File: config.mk
export PLATFORM = sky130hd
export DESIGN_NAME = uart_echo_top
export DESIGN_NICKNAME = d
export VERILOG_FILES = /design/src/logic/uart_pkg.sv /design/src/logic/link_pkg.sv /design/src/logic/rx_byte_if.sv /design/src/logic/uart_rx.sv /design/src/logic/echo_ctrl.sv /design/src/logic/uart_tx.sv /design/src/logic/uart_echo_top.sv
export VERILOG_INCLUDE_DIRS = /design/src /design/src/include
export SDC_FILE = /design/constraint.sdc
export NUM_CORES = 1
export LEC_CHECK = 0
export BUFFER_PORTS_ARGS = -buffer_cell sky130_fd_sc_hd__buf_2
export CAP_MARGIN = 10
export CORE_UTILIZATION = 40
export DETAILED_ROUTE_END_ITERATION = 10
export SETUP_SLACK_MARGIN = 0.1
export SYNTH_ARGS = -nofsm -noshare
export SYNTH_HDL_FRONTEND = slang
export SYNTH_SLANG_ARGS = --single-unit
export TNS_END_PERCENT = 10
File: constraint.sdc
create_clock -name clk -period 2.2 [get_ports clk]
set_input_delay 0.44 -clock clk [delete_from_list [all_inputs] [get_ports clk]]
set_output_delay 0.44 -clock clk [all_outputs]
set_load 0.01 [all_outputs]
File: src/include/uart_params.svh
// ####################################################################
// Serial link parameters shared by the echo design
// ####################################################################
`ifndef UART_PARAMS_SVH
`define UART_PARAMS_SVH

// Bit timing
`define UART_CLKS_PER_BIT 16 // Set to 104 for 12 MHz at 115200 baud

// Frame shape
`define UART_DATA_BITS 8 // Data bits, sent LSB first
`define UART_FRAME_BITS 11 // Start + data + parity + stop

// Parity sense
// 0 gives even parity, 1 gives odd parity
`define UART_PARITY_ODD 0

// Status counters
`define LINK_COUNT_BITS 16 // Each counter saturates at all ones

`endif

File: src/logic/uart_pkg.sv
// ####################################################################
// Serial frame types for the UART receiver and transmitter
// ####################################################################
`include "uart_params.svh"

`default_nettype none

package uart_pkg;

    // Field view of one frame word
    // Start bit sits in the LSB since it is the first bit on the line
    typedef struct packed {
        logic                       stop;   // High for a valid frame
        logic                       parity; // Even or odd per UART_PARITY_ODD
        logic [`UART_DATA_BITS-1:0] data;   // Payload byte
        logic                       start;  // Low for a valid frame
    } frame_fields_t;

    // One frame word seen two ways
    // raw is used while bits shift in or out
    // fields is used when the frame is built or judged
    typedef union packed {
        logic [`UART_FRAME_BITS-1:0] raw;
        frame_fields_t               fields;
    } frame_word_u;

    // Position inside a serial frame
    typedef enum logic [2:0] {
        PHASE_IDLE,   // Line high, waiting for a start edge
        PHASE_START,  // Start bit
        PHASE_DATA,   // Data bits
        PHASE_PARITY, // Parity bit
        PHASE_STOP    // Stop bit
    } bit_phase_e;

endpackage

`default_nettype wire

File: src/logic/link_pkg.sv
// ####################################################################
// Status types for the echo link
// ####################################################################
`include "uart_params.svh"

`default_nettype none

package link_pkg;

    // Outcome for one received byte
    typedef enum logic [1:0] {
        VERDICT_GOOD,    // Echoed back
        VERDICT_PARITY,  // Dropped, parity mismatch
        VERDICT_FRAMING  // Dropped, stop bit low
    } byte_verdict_e;

    // Running totals per verdict
    typedef struct packed {
        logic [`LINK_COUNT_BITS-1:0] good;
        logic [`LINK_COUNT_BITS-1:0] parity;
        logic [`LINK_COUNT_BITS-1:0] framing;
    } link_stats_t;

endpackage

`default_nettype wire

File: src/logic/rx_byte_if.sv
// ####################################################################
// Received byte path from UART receiver to echo stage
// ####################################################################
`include "uart_params.svh"

`default_nettype none

interface rx_byte_if;

    logic [`UART_DATA_BITS-1:0] data;          // Received byte
    logic                       strobe;        // One cycle per new byte
    logic                       parity_error;  // Valid with strobe
    logic                       framing_error; // Valid with strobe

    // Receiver side
    modport source (output data, output strobe, output parity_error, output framing_error);

    // Echo stage side, no back-pressure
    modport sink (input data, input strobe, input parity_error, input framing_error);

endinterface

`default_nettype wire

File: src/logic/uart_rx.sv
// ####################################################################
// UART receiver, oversampled with mid-bit sampling
// Checks parity and stop bit and strobes each byte with its flags
// ####################################################################
`include "uart_params.svh"

`default_nettype none

module uart_rx (
    input  logic      clk,
    input  logic      reset,
    input  logic      rx,
    rx_byte_if.source byte_out
);

    localparam int CPB   = `UART_CLKS_PER_BIT;
    localparam int CNT_W = $clog2(CPB);
    localparam int IDX_W = $clog2(`UART_DATA_BITS);

    logic                  rx_meta;  // First synchronizer flop
    logic                  rx_sync;  // Safe to use
    logic                  rx_prev;  // For edge detect
    uart_pkg::bit_phase_e  phase;
    logic [CNT_W-1:0]      clk_cnt;  // Clocks into the current bit
    logic [IDX_W-1:0]      bit_idx;  // Data bit number
    uart_pkg::frame_word_u frame_q;  // Samples so far
    uart_pkg::frame_word_u frame_next;
    logic                  mid_start;
    logic                  bit_tick;
    logic                  sample_en;
    logic                  stop_tick;

    assign mid_start = (clk_cnt == CNT_W'(CPB / 2 - 1)); // Half a bit after the edge
    assign bit_tick  = (clk_cnt == CNT_W'(CPB - 1));     // One bit after the last sample
    assign stop_tick = (phase == uart_pkg::PHASE_STOP) && bit_tick;

    // Take a sample at every bit middle, start bit included
    assign sample_en = ((phase == uart_pkg::PHASE_START) && mid_start)
                     || ((phase == uart_pkg::PHASE_DATA) && bit_tick)
                     || ((phase == uart_pkg::PHASE_PARITY) && bit_tick)
                     || stop_tick;

    // New sample enters at the MSB, so the start bit ends up in bit 0
    always_comb begin
        frame_next.raw = {rx_sync, frame_q.raw[`UART_FRAME_BITS-1:1]};
    end

    // Two-flop synchronizer, idles high like the line
    always_ff @(posedge clk or posedge reset) begin
        if (reset) begin
            rx_meta <= 1'b1;
            rx_sync <= 1'b1;
            rx_prev <= 1'b1;
        end else begin
            rx_meta <= rx;
            rx_sync <= rx_meta;
            rx_prev <= rx_sync;
        end
    end

    // Frame FSM
    always_ff @(posedge clk or posedge reset) begin
        if (reset) begin
            phase           <= uart_pkg::PHASE_IDLE;
            clk_cnt         <= '0;
            bit_idx         <= '0;
            byte_out.strobe <= 1'b0;
        end else begin
            byte_out.strobe <= 1'b0; // Pulse only
            clk_cnt         <= clk_cnt + 1'b1;
            case (phase)
                uart_pkg::PHASE_IDLE: begin
                    clk_cnt <= '0;
                    if (rx_prev && !rx_sync) begin // Falling edge
                        phase <= uart_pkg::PHASE_START;
                    end
                end
                uart_pkg::PHASE_START: begin
                    if (mid_start) begin
                        clk_cnt <= '0;
                        bit_idx <= '0;
                        // High at the middle means a glitch
                        phase   <= rx_sync ? uart_pkg::PHASE_IDLE : uart_pkg::PHASE_DATA;
                    end
                end
                uart_pkg::PHASE_DATA: begin
                    if (bit_tick) begin
                        clk_cnt <= '0;
                        bit_idx <= bit_idx + 1'b1;
                        if (bit_idx == IDX_W'(`UART_DATA_BITS - 1)) begin
                            phase <= uart_pkg::PHASE_PARITY;
                        end
                    end
                end
                uart_pkg::PHASE_PARITY: begin
                    if (bit_tick) begin
                        clk_cnt <= '0;
                        phase   <= uart_pkg::PHASE_STOP;
                    end
                end
                uart_pkg::PHASE_STOP: begin
                    if (bit_tick) begin
                        clk_cnt         <= '0;
                        phase           <= uart_pkg::PHASE_IDLE;
                        byte_out.strobe <= 1'b1; // Byte and flags land together
                    end
                end
                default: phase <= uart_pkg::PHASE_IDLE;
            endcase
        end
    end

    // Shift register and judged byte
    always_ff @(posedge clk) begin
        if (sample_en) begin
            frame_q <= frame_next;
        end
        if (stop_tick) begin
            byte_out.data          <= frame_next.fields.data;
            // XOR over data and parity is 0 for even, 1 for odd
            byte_out.parity_error  <= (^{frame_next.fields.data, frame_next.fields.parity})
                                      ^ 1'(`UART_PARITY_ODD);
            byte_out.framing_error <= ~frame_next.fields.stop; // Stop must be high
        end
    end

endmodule

`default_nettype wire

File: src/logic/echo_ctrl.sv
// ####################################################################
// Echo stage: judges bytes, counts verdicts, returns good bytes
// ####################################################################
`include "uart_params.svh"

`default_nettype none

module echo_ctrl (
    input  logic                       clk,
    input  logic                       reset,
    rx_byte_if.sink                    byte_in,
    output logic [`UART_DATA_BITS-1:0] tx_data,
    output logic                       tx_start,
    input  logic                       tx_busy,
    output link_pkg::link_stats_t      stats
);

    link_pkg::byte_verdict_e    verdict;
    logic                       echo_now;  // Good byte this cycle
    logic                       tx_free;   // Transmitter can take a byte
    logic                       pending;   // Hold register is full
    logic                       send_hold; // Hold register goes out now
    logic                       load_hold; // New byte must wait
    logic [`UART_DATA_BITS-1:0] hold_data;

    // Counter step that stops at all ones
    function automatic logic [`LINK_COUNT_BITS-1:0] sat_inc(
        input logic [`LINK_COUNT_BITS-1:0] value
    );
        return (&value) ? value : value + 1'b1;
    endfunction

    // Framing error wins over parity error
    always_comb begin
        if (byte_in.framing_error) begin
            verdict = link_pkg::VERDICT_FRAMING;
        end else if (byte_in.parity_error) begin
            verdict = link_pkg::VERDICT_PARITY;
        end else begin
            verdict = link_pkg::VERDICT_GOOD;
        end
    end

    assign echo_now  = byte_in.strobe && (verdict == link_pkg::VERDICT_GOOD);
    assign tx_free   = !tx_busy && !tx_start; // Busy rises one cycle after start
    assign send_hold = tx_free && pending;
    assign load_hold = echo_now && !(tx_free && !pending);

    always_ff @(posedge clk or posedge reset) begin
        if (reset) begin
            tx_start <= 1'b0;
            pending  <= 1'b0;
            stats    <= '0;
        end else begin
            tx_start <= send_hold || (echo_now && tx_free);
            if (send_hold) begin
                pending <= load_hold; // Refilled if a byte came in the same cycle
            end else if (load_hold) begin
                pending <= 1'b1;
            end
            if (byte_in.strobe) begin
                case (verdict)
                    link_pkg::VERDICT_GOOD:    stats.good    <= sat_inc(stats.good);
                    link_pkg::VERDICT_PARITY:  stats.parity  <= sat_inc(stats.parity);
                    link_pkg::VERDICT_FRAMING: stats.framing <= sat_inc(stats.framing);
                    default: ;
                endcase
            end
        end
    end

    // Payload path
    always_ff @(posedge clk) begin
        if (send_hold) begin
            tx_data <= hold_data;
        end else if (echo_now && tx_free) begin
            tx_data <= byte_in.data; // Straight through when idle
        end
        if (load_hold) begin
            hold_data <= byte_in.data;
        end
    end

endmodule

`default_nettype wire

File: src/logic/uart_tx.sv
// ####################################################################
// UART transmitter, start + data + parity + stop, LSB first
// ####################################################################
`include "uart_params.svh"

`default_nettype none

module uart_tx (
    input  logic                       clk,
    input  logic                       reset,
    input  logic [`UART_DATA_BITS-1:0] tx_data,
    input  logic                       tx_start,
    output logic                       tx,
    output logic                       tx_busy
);

    localparam int CPB   = `UART_CLKS_PER_BIT;
    localparam int CNT_W = $clog2(CPB);
    localparam int BIT_W = $clog2(`UART_FRAME_BITS);

    uart_pkg::frame_word_u frame_load; // Frame built from tx_data
    uart_pkg::frame_word_u shift_q;    // Bit 0 is on the line
    logic [CNT_W-1:0]      clk_cnt;
    logic [BIT_W-1:0]      bit_cnt;    // Frame bit on the line
    logic                  bit_end;
    logic                  launch;

    assign bit_end = (clk_cnt == CNT_W'(CPB - 1));
    assign launch  = tx_start && !tx_busy; // Start ignored mid-frame

    always_comb begin
        frame_load.fields.start  = 1'b0;
        frame_load.fields.data   = tx_data;
        frame_load.fields.parity = (^tx_data) ^ 1'(`UART_PARITY_ODD);
        frame_load.fields.stop   = 1'b1;
    end

    // Line and bit timing
    always_ff @(posedge clk or posedge reset) begin
        if (reset) begin
            tx      <= 1'b1; // Idle high
            tx_busy <= 1'b0;
            clk_cnt <= '0;
            bit_cnt <= '0;
        end else if (!tx_busy) begin
            if (tx_start) begin
                tx      <= frame_load.fields.start;
                tx_busy <= 1'b1;
                clk_cnt <= '0;
                bit_cnt <= '0;
            end
        end else if (bit_end) begin
            clk_cnt <= '0;
            if (bit_cnt == BIT_W'(`UART_FRAME_BITS - 1)) begin
                tx      <= 1'b1; // Stop bit done, back to idle
                tx_busy <= 1'b0;
            end else begin
                tx      <= shift_q.raw[1]; // Next bit
                bit_cnt <= bit_cnt + 1'b1;
            end
        end else begin
            clk_cnt <= clk_cnt + 1'b1;
        end
    end

    // Frame shift register
    always_ff @(posedge clk) begin
        if (launch) begin
            shift_q <= frame_load;
        end else if (tx_busy && bit_end) begin
            shift_q.raw <= {1'b1, shift_q.raw[`UART_FRAME_BITS-1:1]};
        end
    end

endmodule

`default_nettype wire

File: src/logic/uart_echo_top.sv
// ####################################################################
// UART echo link top: receiver, echo stage, transmitter
// ####################################################################
`include "uart_params.svh"

`default_nettype none

module uart_echo_top (
    input  logic                        clk,
    input  logic                        reset,
    input  logic                        rx,
    output logic                        tx,
    output logic                        tx_busy,
    output logic [`LINK_COUNT_BITS-1:0] good_count,
    output logic [`LINK_COUNT_BITS-1:0] parity_count,
    output logic [`LINK_COUNT_BITS-1:0] framing_count
);

    rx_byte_if                  byte_link ();
    logic [`UART_DATA_BITS-1:0] tx_data;
    logic                       tx_start;
    link_pkg::link_stats_t      stats;

    uart_rx u_rx (
        .clk      (clk),
        .reset    (reset),
        .rx       (rx),
        .byte_out (byte_link.source)
    );

    echo_ctrl u_echo (
        .clk      (clk),
        .reset    (reset),
        .byte_in  (byte_link.sink),
        .tx_data  (tx_data),
        .tx_start (tx_start),
        .tx_busy  (tx_busy),
        .stats    (stats)
    );

    uart_tx u_tx (
        .clk      (clk),
        .reset    (reset),
        .tx_data  (tx_data),
        .tx_start (tx_start),
        .tx       (tx),
        .tx_busy  (tx_busy)
    );

    // Status record out on plain ports
    assign good_count    = stats.good;
    assign parity_count  = stats.parity;
    assign framing_count = stats.framing;

endmodule

`default_nettype wire

== Word-level counts from Yosys, hierarchy flattened ==
Index checks and enable logic that the tools add are counted.

* Bits in registers: 121
* Logic and storage cells: 134
* Input port bits: 3
* Output and inout port bits: 50

* Bitwise gates (word level): 4
* Reduce and logical (&&, ||, !) cells: 42
* Add/sub/neg operators: 7
* Mux-type cells: 38
* Equal/unequal tests: 19

{| class="wikitable"
|+ Operator list
! kind !! count
|-
| $add 16x1->16 const B || 3
|-
| $reduce_and 16->1 || 3
|-
| $mux 4 || 8
|-
| $mux 3 || 8
|-
| $mux 10 || 2
|-
| $mux 8 || 2
|-
| $pmux 3 s5 || 1
|-
| $reduce_and 3->1 || 5
|-
| $logic_and 1x1->1 || 13
|-
| $mux 1 || 13
|-
| $add 4x1->4 const B || 3
|-
| $eq 4x4->1 const B || 3
|-
| $pmux 4 s3 || 1
|-
| $ne 2x1->1 const B || 5
|-
| $reduce_bool 2->1 || 5
|-
| $reduce_xor 9->1 || 1
|-
| $reduce_xor 8->1 || 1
|-
| $eq 3x2->1 const B || 2
|-
| $eq 3x3->1 const B || 2
|-
| $ne 2x2->1 const B || 3
|-
| $pmux 3 s2 || 1
|-
| $reduce_and 6->1 || 1
|-
| $logic_not 1->1 || 5
|-
| $eq 4x3->1 const B || 1
|-
| other kinds (11) || 18
|}

== Logic depth before layout (Yosys ltp) ==
* Depth after elaboration: 7
* Depth in mapped cells: 6
* Gate-level depth less buffers: 6

== By module ==
Synthesis repeated with hierarchy kept, for this count alone.

* Cells, all modules: 432
* Area, all modules: 5430.2 um2

{| class="wikitable"
|+ Modules (own cells, without submodules)
! module !! instances !! cells each !! area each (um2) !! seq. area each (um2)
|-
| echo_ctrl || 1 || 248 || 3070.4 || 1731.7
|-
| uart_rx || 1 || 100 || 1420.1 || 924.6
|-
| uart_tx || 1 || 84 || 939.7 || 521.8
|}

== Worst setup path after synthesis ==
No wires, ideal clock.

* Path type: reg2reg
* Start: register u_tx.tx_busy
* End: register u_tx.shift_q[1] (netlist name) (enable)
* Arrival: 1649 ps
* Required time: 1860 ps
* Library setup time: 340 ps
* Clock period less this slack: 1989 ps
* Cell stages (with the launch flop): 6
* Slack: 211 ps
* Buffers on the path: 3
* Cell sequence: dfrtp_1 > clkbuf_1 > and4_1 > clkbuf_1 > clkbuf_1 > nand2b_1

* Longest elaborated chain between the ends: 3
* Elaborated cells between the ends (all ways): 4
* Those cells by class: reduce/logical (4)

{| class="wikitable"
|+ Ends and longest elaborated chain
! item !! line !! text
|-
| start, declared || uart_tx.sv:14 || <nowiki>output logic tx_busy</nowiki>
|-
| start signal, assigned || uart_tx.sv:42 || <nowiki>tx_busy <= 1'b0;</nowiki>
|-
| start signal, assigned || uart_tx.sv:48 || <nowiki>tx_busy <= 1'b1;</nowiki>
|-
| start signal, assigned || uart_tx.sv:56 || <nowiki>tx_busy <= 1'b0;</nowiki>
|-
| $logic_not 1->1 || uart_tx.sv:29 || <nowiki>assign launch = tx_start && !tx_busy;</nowiki>
|-
| $logic_and 1x1->1 || uart_tx.sv:29 ||
|-
| $reduce_bool 2->1 (no source line) (*) || -- ||
|-
| end signal, assigned || uart_tx.sv:69 || <nowiki>shift_q <= frame_load;</nowiki>
|-
| end, declared || uart_tx.sv:22 || <nowiki>uart_pkg::frame_word_u shift_q;</nowiki>
|}

Mark *: on every way between the ends. The rest lies on a longest branch, timed or not.
A chain may end at the register's enable or synchronous reset.

== Worst setup path in the final report ==
* Start: register, netlist name u_echo.stats[16]
* End: register, netlist name u_echo.stats[30]

* Longest elaborated chain between the ends: 3
* Elaborated cells between the ends (all ways): 4
* Those cells by class: add/sub (1); bitwise (1); reduce/logical (2)

{| class="wikitable"
|+ Ends and longest elaborated chain
! item
|-
| parallel branches: the longest is 3 deep, another holds $add 16x1->16
|}

Several ways; the timed one is not identified.

==> qor.csv <==
metric,value,unit
status,"finished, final reports clean",
dp_hpwl,6535,um
synth_nets,435,
final.fill_count,1108,
die_w,116.9,um
clock_latency,410,ps
slew_headroom,0.5153,
crit_type,reg2reg,
fmax,526.9,MHz
cpPeakStageDelay,550,ps
drv_cap,0,
finish.instance_area,6406,um2
postCtsSetupBuffers,0,
holdWs,96.87,ps
place_area,5846,um2
yosysTopAreaCellShare,0.3314,
power,5385,uW
synth_cell_types,48,
arrival,2230,ps
routed_via_density,5.117,
synth_top_area_cell,dfrtp_1,
nNetsFinal,510,
drc_errors,0,
fin_util,0.5015,
drt_iter0_markers,170,
grt_pass1_wl,15840,um
drt-pass1-iter-count,5,
final_cell_mix,"dfrtp_1 (70), buf_2 (52), edfxtp_1 (44), xor2_1 (41), nor2_1 (26)",
antenna_found_initial,0,
period_share,0.8626,
required,2530,ps
synth_async_sr_flop_share,0.6271,
ctsLongestPathBuffers,2,
layout.area.seq,3178,um2
setup_violations,0,
start_kind,flop,
cts_made_buffers,17,
ys_ff_latch,118,
layout_commonest_cell,dfrtp_1,
grt_pass1_vias,3391,
synth_edf_count,44,
htree_levels,4,
diodes,0,
tightest_slew,725.6,ps
fin_skew,7.217,ps
drt-wirelength-per-cell,13.71,um
syn_to_final_growth,21.21,%
multi_input_area,2033,um2
drive_above_1_share,0.2505,
numPortBuffers,52,
grt_max_degree,35,
endpoint_kind,flop,
io_pins,53,
postSynthCellCount,423,
avgSynthCellArea,12.49,um2
min_period,1898,ps
design.core.area,12770,um2
cts_tree,done,
leakage,0.002873,uW
die_area,13680,um2
initial_core_util,0.4138,
yosysWarnings,0,
grtUsageTotal,0.1529,
clk_root_buffer_cell,clkbuf_16,
routabilityCongestion,0.8252,
yosysSeqAreaShare,0.6013,
clkTransAtPathRegs,50,ps
hold_violations,0,
num_vias,3495,
synth_flop_cell,dfrtp_1,
cp_cell_sequence,ha_1 > nand4_2 > or4_4 > nor4_2 > xor2_1,
cts.sinks,118,
die_y,116.9,um
slew_viol_final,0,
vdd_ir_drop_max,593.7,uV
holdBufCountCts,0,
cp_slowest_cell,or4_4,
setup_tns,0,ps
hold_class,in2async,
power_density,840.6,nW/um2
ys_top_cells_by_area,"dfrtp_1 (33%), edfxtp_1 (25%), xor2_1 (6.8%)",
row_count,41,
grt_overflow_total,0,
ant_nets,0,
cts_resized,0,
syn_area,5285,um2
rsz0062_at_grt,false,
critPathMaxFanout,5,
wl,9365,um
==> registers in the layout (all words and copies together), names as in the netlist, 4 cells and up <==
| signal | cells |
|---|---|
| u_rx.clk_cnt | 4 |
| u_echo.tx_data | 8 |
| u_tx.clk_cnt | 4 |
| u_tx.bit_cnt | 4 |
| u_echo.stats | 48 |
| u_echo.hold_data | 8 |
| u_rx.byte_out.data | 8 |
| u_rx.frame_q | 9 |
| u_tx.shift_q | 9 |
==> area by class of cell <==
| type | instances | area share |
|---|---|---|
| Timing Repair Buffer | 67 | 0.06016 |
| Inverter | 8 | 0.005273 |
| Sequential cell | 118 | 0.4961 |
| Tap cell | 172 | 0.03359 |
| Multi-Input combinational cell | 286 | 0.3174 |
| Clock buffer | 17 | 0.06641 |
| Clock inverter | 15 | 0.02109 |
==> synthesized netlist by cell type, drive strengths merged (7+ instances only) <==
cell type and count:
a21oi 8, a22o 13, and3 7, clkbuf 9, dfrtp 70, edfxtp 44, ha 9, inv 8
mux2 12, nand2 21, nand3 20, nand4 20, nor2 26, nor3 20, nor4 12, o21ai 8
xnor2 20, xor2 41
==> report_power, final <==
part	switching [uW]	leakage (uW)	internal [uW]
Combinational	199	0.00123	181
Sequential	76.0	0.00138	2380
Clock	1000	0.000261	1550
==> stage by stage <==
step / worst slack (ps) / instances
global placement: 352.2 / 651
CTS: 295.4 / 683
floorplan: 210.7 / 423
finish: 302.2 / 683
global route: 172.0 / 683
detailed placement: 313.4 / 651
==> layer usage <==
layer,part of all wire,track usage,vias to the layer above
met5,0,0,-
met4,0.017,0.07173,0
met3,0.033,0.04943,11
met2,0.48,0.2391,60
met1,0.47,0.1931,1703
li1,-,-,1721
==> cell families (layout without fill, tap and decap cells) <==
logic type,count (synthesis),in the layout,share of synthesized area
multiplexers,12,12,0.02557
flip-flops,118,118,0.6013
buffers and inverters,19,107,0.01397
AO/OA/AOI/OAI,48,48,0.06890
XOR/XNOR,61,61,0.1011
adder cells (fa/ha/maj),9,9,0.02131
AND/OR/NAND/NOR,156,156,0.1678
==> critical path: cells and delay by family, from the launching register on <==
kind	cells	cell delay (ps)
and+or+nand+nor	3	1000
DFF	1	390
xor gates and xnor gates	1	160
adders and majority gates	1	270
==> final timing paths <==
path,start,endpoint,slack [ps],depth (start not counted)
worst max register to register,u_echo.stats[16]$_DFFE_PP0P_,u_echo.stats[30]$_DFFE_PP0P_,300,5
max in group asynchronous,reset,u_tx.tx$_DFFE_PP1P_,1420,3
min in group clk,rx,u_rx.rx_meta$_DFF_PP1_,130,1
worst min register to register,u_rx.rx_meta$_DFF_PP1_,u_rx.rx_sync$_DFF_PP1_,350,0
worst min-delay path,reset,u_echo.stats[27]$_DFFE_PP0P_,100,2
worst max-delay path,u_echo.stats[16]$_DFFE_PP0P_,u_echo.stats[30]$_DFFE_PP0P_,300,5
(Power assumes the default switching activity.)
